==> src/source/hart_pkg.sv <==
// Hart shell register file package
// Word layout with check bits, write port and read request structs
`default_nettype none

package hart_pkg;

  ////////////////////////////////////////////////////////////////////////////
  // Register file geometry
  ////////////////////////////////////////////////////////////////////////////

  parameter int unsigned DataWidth    = 32;
  parameter int unsigned CheckWidth   = 7;
  parameter int unsigned RegAddrWidth = 5;

  typedef logic [RegAddrWidth-1:0] reg_addr_t;

  // Check bit k covers data bits whose index mod 7 equals k
  typedef struct packed {
    logic [DataWidth-1:0]  data;
    logic [CheckWidth-1:0] check;
  } rf_word_t;

  ////////////////////////////////////////////////////////////////////////////
  // Port structs
  ////////////////////////////////////////////////////////////////////////////

  typedef struct packed {
    logic      we;
    reg_addr_t waddr;
    rf_word_t  wdata;
  } rf_write_t;

  typedef struct packed {
    logic      re_a;
    reg_addr_t raddr_a;
    logic      re_b;
    reg_addr_t raddr_b;
  } rf_read_req_t;

endpackage

`default_nettype wire

==> src/source/rf_read_check.sv <==
// Register file read check
// Recomputes check bits of enabled reads and latches a sticky major alert
`timescale 1ns/1ps
`default_nettype none

module rf_read_check (
  input  logic                   clk_i,
  input  logic                   rst_ni,
  input  hart_pkg::rf_read_req_t read_i,
  input  hart_pkg::rf_word_t     rdata_a_i,
  input  hart_pkg::rf_word_t     rdata_b_i,
  output logic                   alert_major_o
);

  import hart_pkg::*;

  logic err_a;
  logic err_b;
  logic alert_q;

  // Interleaved parity, bit k folds data bits k, k+7, k+14 ...
  function automatic logic [CheckWidth-1:0] calc_check(logic [DataWidth-1:0] data);
    logic [CheckWidth-1:0] chk;
    chk = '0;
    for (int i = 0; i < DataWidth; i++) begin
      chk[i % CheckWidth] ^= data[i];
    end
    return chk;
  endfunction

  assign err_a = read_i.re_a && (calc_check(rdata_a_i.data) != rdata_a_i.check);
  assign err_b = read_i.re_b && (calc_check(rdata_b_i.data) != rdata_b_i.check);

  // Sticky until reset
  always_ff @(posedge clk_i or negedge rst_ni) begin
    if (!rst_ni) begin
      alert_q <= 1'b0;
    end else if (err_a || err_b) begin
      alert_q <= 1'b1;
    end
  end

  assign alert_major_o = alert_q;

endmodule

`default_nettype wire

==> config.mk <==
export PLATFORM = sky130hd
export DESIGN_NAME = rf_read_check
export DESIGN_NICKNAME = d
export VERILOG_FILES = /design/src/source/hart_pkg.sv /design/src/source/rf_read_check.sv
export SDC_FILE = /design/constraint.sdc
export NUM_CORES = 1
export LEC_CHECK = 0
export BUFFER_PORTS_ARGS = -buffer_cell sky130_fd_sc_hd__buf_4
export CAP_MARGIN = 20
export CELL_PAD_IN_SITES_DETAIL_PLACEMENT = 2
export CELL_PAD_IN_SITES_GLOBAL_PLACEMENT = 2
export CORE_ASPECT_RATIO = 1.25
export CORE_MARGIN = 1.5
export CORE_UTILIZATION = 14
export CTS_CLUSTER_SIZE = 20
export DETAILED_ROUTE_END_ITERATION = 6
export GPL_ROUTABILITY_DRIVEN = 0
export GPL_TIMING_DRIVEN = 1
export PLACE_DENSITY = 0.79
export SYNTH_ARGS = -nofsm -noshare
export SYNTH_HDL_FRONTEND = slang
export SYNTH_SLANG_ARGS = --single-unit
==> constraint.sdc <==
create_clock -name clk_i -period 1.6 [get_ports clk_i]
set_input_delay 0.32 -clock clk_i [delete_from_list [all_inputs] [get_ports clk_i]]
set_output_delay 0.32 -clock clk_i [all_outputs]
set_load 0.1 [all_outputs]
# Word level (Yosys, flattened, before mapping)
# Cells that the tools add are included.
dict set report totals {
  reg_bits 1
  in_bits 92
  wordCells 56
}
dict set report op_classes {
  n_eq_ne 2
  n_bitwise 50
  n_reduce_logical 3
}
# operator n
set ops {}
lappend ops {{bitwise XOR 1 bit} 50}
lappend ops {{!= test 7 bit} 2}
lappend ops {{logical AND 1 bit} 2}
lappend ops {{logical OR 1 bit} 1}

# Depth between registers and ports, before layout
dict set report logic_depth {
  depth_word 7
  depth_mapped 5
  depth_no_buf 5
}

# Least setup slack after synthesis
# OpenSTA, ideal clock, no wires.
dict set report synth_path {
  kind {flip-flop to flip-flop}
  startpoint {register, netlist name alert_major_o}
  endpoint {register alert_q, in the netlist alert_major_o}
  t_arrival_ps 1591
  required_ps 1466
  path_slack_ps -124
  path_stages_with_launch 4
  path_buffers 0
  cell_sequence {dfrtp_1 or4_1 nor4_2 o21ai_1}
}
# item line_no
set synth_rtl {}
lappend synth_rtl {{end signal, assigned} rf_read_check.sv:37} ;# alert_q <= 1'b0;
lappend synth_rtl {{end signal, assigned} rf_read_check.sv:39} ;# alert_q <= 1'b1;
lappend synth_rtl {{end, declared} rf_read_check.sv:19} ;# logic alert_q;

# Worst setup path after layout
dict set report layout_path {
  startpoint {input rdata_b_i[22] (netlist name)}
  endpoint {register alert_q, in the netlist alert_major_o}
}
dict set report layout_between {
  elab_chain_cells 6
}
# item line_no
set layout_lines {}
lappend layout_lines {{start, declared} rf_read_check.sv:11} ;# input hart_pkg::rf_word_t rdata_b_i,
lappend layout_lines {{bitwise XOR 1 bit (3 in series)} rf_read_check.sv:26} ;# chk[i % CheckWidth] ^= data[i];
lappend layout_lines {{!= test 7 bit} rf_read_check.sv:32} ;# assign err_b = read_i.re_b && (calc_check(rdata_b_i.data) != rdata_b_i.check);
lappend layout_lines {{logical AND 1 bit} rf_read_check.sv:32}
lappend layout_lines {{logical OR 1 bit} rf_read_check.sv:38} ;# end else if (err_a || err_b) begin
# Every way passes these cells.
# A chain may end at the register's enable or synchronous reset.

==> impl_results.md <==
- Status: complete, but fails checks
- Failing checks: setup timing
- Wire per inst: 12.4 um
- Die height: 81.7 um
- Starting Density: 14.5%
- Layout fillers: 543
- GR Util met3: around 1.9%
- Met1 Resource Use GR: under 10%
- Setup CP Type: input pin to register
- First-pass GRT wire length: 3780 um
- Worst stage delay on the critical path: 500 ps
- Cells after Synth: 63
- Drt pass-1 iters: 2
- Most common cell after layout, fill and taps aside: buf_4
- HPWL Detailed: 2440 um
- #FFs+latches synth: 1
- RSZ-0062 raised after global routing: true
- Hold Path Class: input pin to async pin
- Endpoint class of the critical path: register
- Die area: 0.00538 mm^2
- CP required: 1480 ps
- Post-synthesis cell type count: 12
- Setup crit start kind: input pin
- Die width: 65.9 um
- Pint: 0.347 mW
- Max Cap Viol: 0
- Top Family by Delay on Critical Path: simple AND/OR/NAND/NOR gates
- Total grt overflow: 0
- Proportion of layout cells with a drive suffix above 1: 62.3%
- Final setup fails: 1
- Post-Syn Area per Cell: between 10 and 15 um^2
- Cell breakdown of the critical path: buf_4 > xnor2_2 > xnor3_1 > or4_4 > nor4_4 > o21ai_1
- Routing usage on met2: 21.8%
- Crit share post-route: 113%
- Sequential area share after synthesis: approximately 3.6%
- 1st-iter DRT viols: 1
- CP Max Fanout: 1
- Flop pwr share: 5.0%
- Clock slew at reported path FFs: 0 ps
- Worst IR drop on VDD: between 0.09 and 0.1 mV
- Vias in the first global route: between 900 and 1000
- WP buf/inv: 1
- Final hold violations: 0
- I/O pin total: 93
- R2R cell count: 3
- Initial antenna violation count: 0
- Row count: 28
- P per Cell Area: about 350 mW/mm^2
- Switching fraction of total power: a little under a third
- Max Clock Skew: 0 ps
- Pleak: approximately 0.70 nW
- Clock power frac: 0%
- FF-to-FF Start: alert_major_o$_DFFE_PN0P_
- Port buffer count: 82
- Via density: 3.80
- Power consumption: 0.510 mW
- Via Count: 782
- Crit path arrival time: 1690 ps
- Antenna-violating nets left: 0
- Maximum clock rate: 552 MHz
- R2R Path End: alert_major_o$_DFFE_PN0P_
- Net Sw Power: 0.163 mW
- Total GRT Usage: 8.91%
- Normalized max-slew margin: between 80 and 90%
- Leading cell types in the layout, fill and taps excluded: buf_4 (80), xnor2_1 (36), xnor3_1 (9)
- Max Slew Vio Count: 0
- Largest net degree at the start of global routing: 4
- Ant diodes: 0
- NumNets Final: 240
- Clk_lat worst skew: 0 ps
- Worst Tran Pin Value: approximately 260 ps
- Final critical-path required period: 1810 ps
- Max FFs per register: 1
- P&R area growth vs syn: 108%
- Total wire length: 2560 um
- Logic pwr share: between 90% and 100%
- Drt drc: 0
- Post-route core utilization: between 30% and 40%
- Synth Cell Area: 693 um^2
- Yosys Warn Count: 0
- Core footprint: ~0.0048 mm^2
- Slowest cell on the critical path: or4_4
- Busiest layer in global routing: met2
- Worst Slack Setup Final: -211 ps
- Flop2flop setup slack: between 300 and 400 ps
- Post-synthesis net count: 155
worst max path at each step:
| stage | startpoint | end | slack (ps) | depth (start not counted) |
|---|---|---|---|---|
| floorplan | rdata_b_i[19] | alert_major_o$_DFFE_PN0P_ | -70 | 5 |
| global placement | rdata_a_i[18] | alert_major_o$_DFFE_PN0P_ | -260 | 7 |
| detailed placement | rdata_a_i[18] | alert_major_o$_DFFE_PN0P_ | -290 | 7 |
| CTS | rdata_b_i[1] | alert_major_o$_DFFE_PN0P_ | -220 | 6 |
| global route | rdata_b_i[22] | alert_major_o$_DFFE_PN0P_ | -300 | 6 |
| finish | rdata_b_i[22] | alert_major_o$_DFFE_PN0P_ | -210 | 6 |
stage by stage:
stage | cell area [um^2] | TNS (ps) | setup WS [ps] | hold WS, ps | cells
after detailed placement | 1390 | -291 | -291 | 97.2 | 206
after global placement | 1390 | -262 | -262 | 96.8 | 206
after global routing | 1440 | -305 | -305 | 98.8 | 206
after CTS | 1420 | -215 | -215 | 97.4 | 206
after floorplan | 694 | -73.4 | -73.4 | 24.4 | 63
final | 1440 | -211 | -211 | 96.8 | 206
Yosys cell counts, drive strengths merged:
cell,instances,share of area [%]
dfrtp,1,3.6
nand2,1,1.6
nand4,1,0.90
nor2,1,0.54
nor4,1,1.8
o21ai,1,0.72
o41ai,1,1.3
or4,1,1.1
xnor2,39,50
xnor3,9,29
xor2,7,8.8
cell families (layout without fill, tap and decap cells):
logic type | Yosys count | in the layout | synth area share, %
DFF | 1 | 1 | 3.61
and+or+nand+nor | 5 | 5 | 5.96
AOI/OAI and AO/OA | 2 | 2 | 1.99
xor gates and xnor gates | 55 | 55 | 88.4
buffers and inverters | 0 | 83 | 0
power groups by stage:
| stage | clock [mW] | combinational [mW] | sequential [mW] |
|---|---|---|---|
| after floorplan | 0 | 0.265 | 0.0257 |
| after global placement | 0 | 0.454 | 0.0257 |
| after detailed placement | 0 | 0.470 | 0.0257 |
| after CTS | 0 | 0.485 | 0.0257 |
| after global routing | 0 | 0.527 | 0.0257 |
| final | 0 | 0.484 | 0.0257 |
worst register-to-register path, cell delays in order, from the launching register on:
cell     delay (ps)
dfrtp_2         390
or4_4           550
nor4_4          140
o21ai_1          80
area by class of cell:
class | instances | area [um^2] | share of cell area, %
multi-input cells | 62 | 703 | 48.9
flip-flops and latches | 1 | 26.3 | 1.83
well taps | 60 | 75.1 | 5.22
repair buffers | 83 | 634 | 44.1
routing by layer:
layer	part of all wire (%)	up-vias
li1	-	374
met3	13	2
met5	0	-
met4	1.1	0
met2	60	62
met1	26	344
what timing repair did:
action / 4_1_cts / 5_1_grt
hold buffers: 0 / 0
setup endpoints to repair: 1 / 1
resized for setup: 6 / 2
pin swaps: 5 / 2
buffers inserted: 0 / 0
Note: power is estimated with default switching activity, not from simulation.
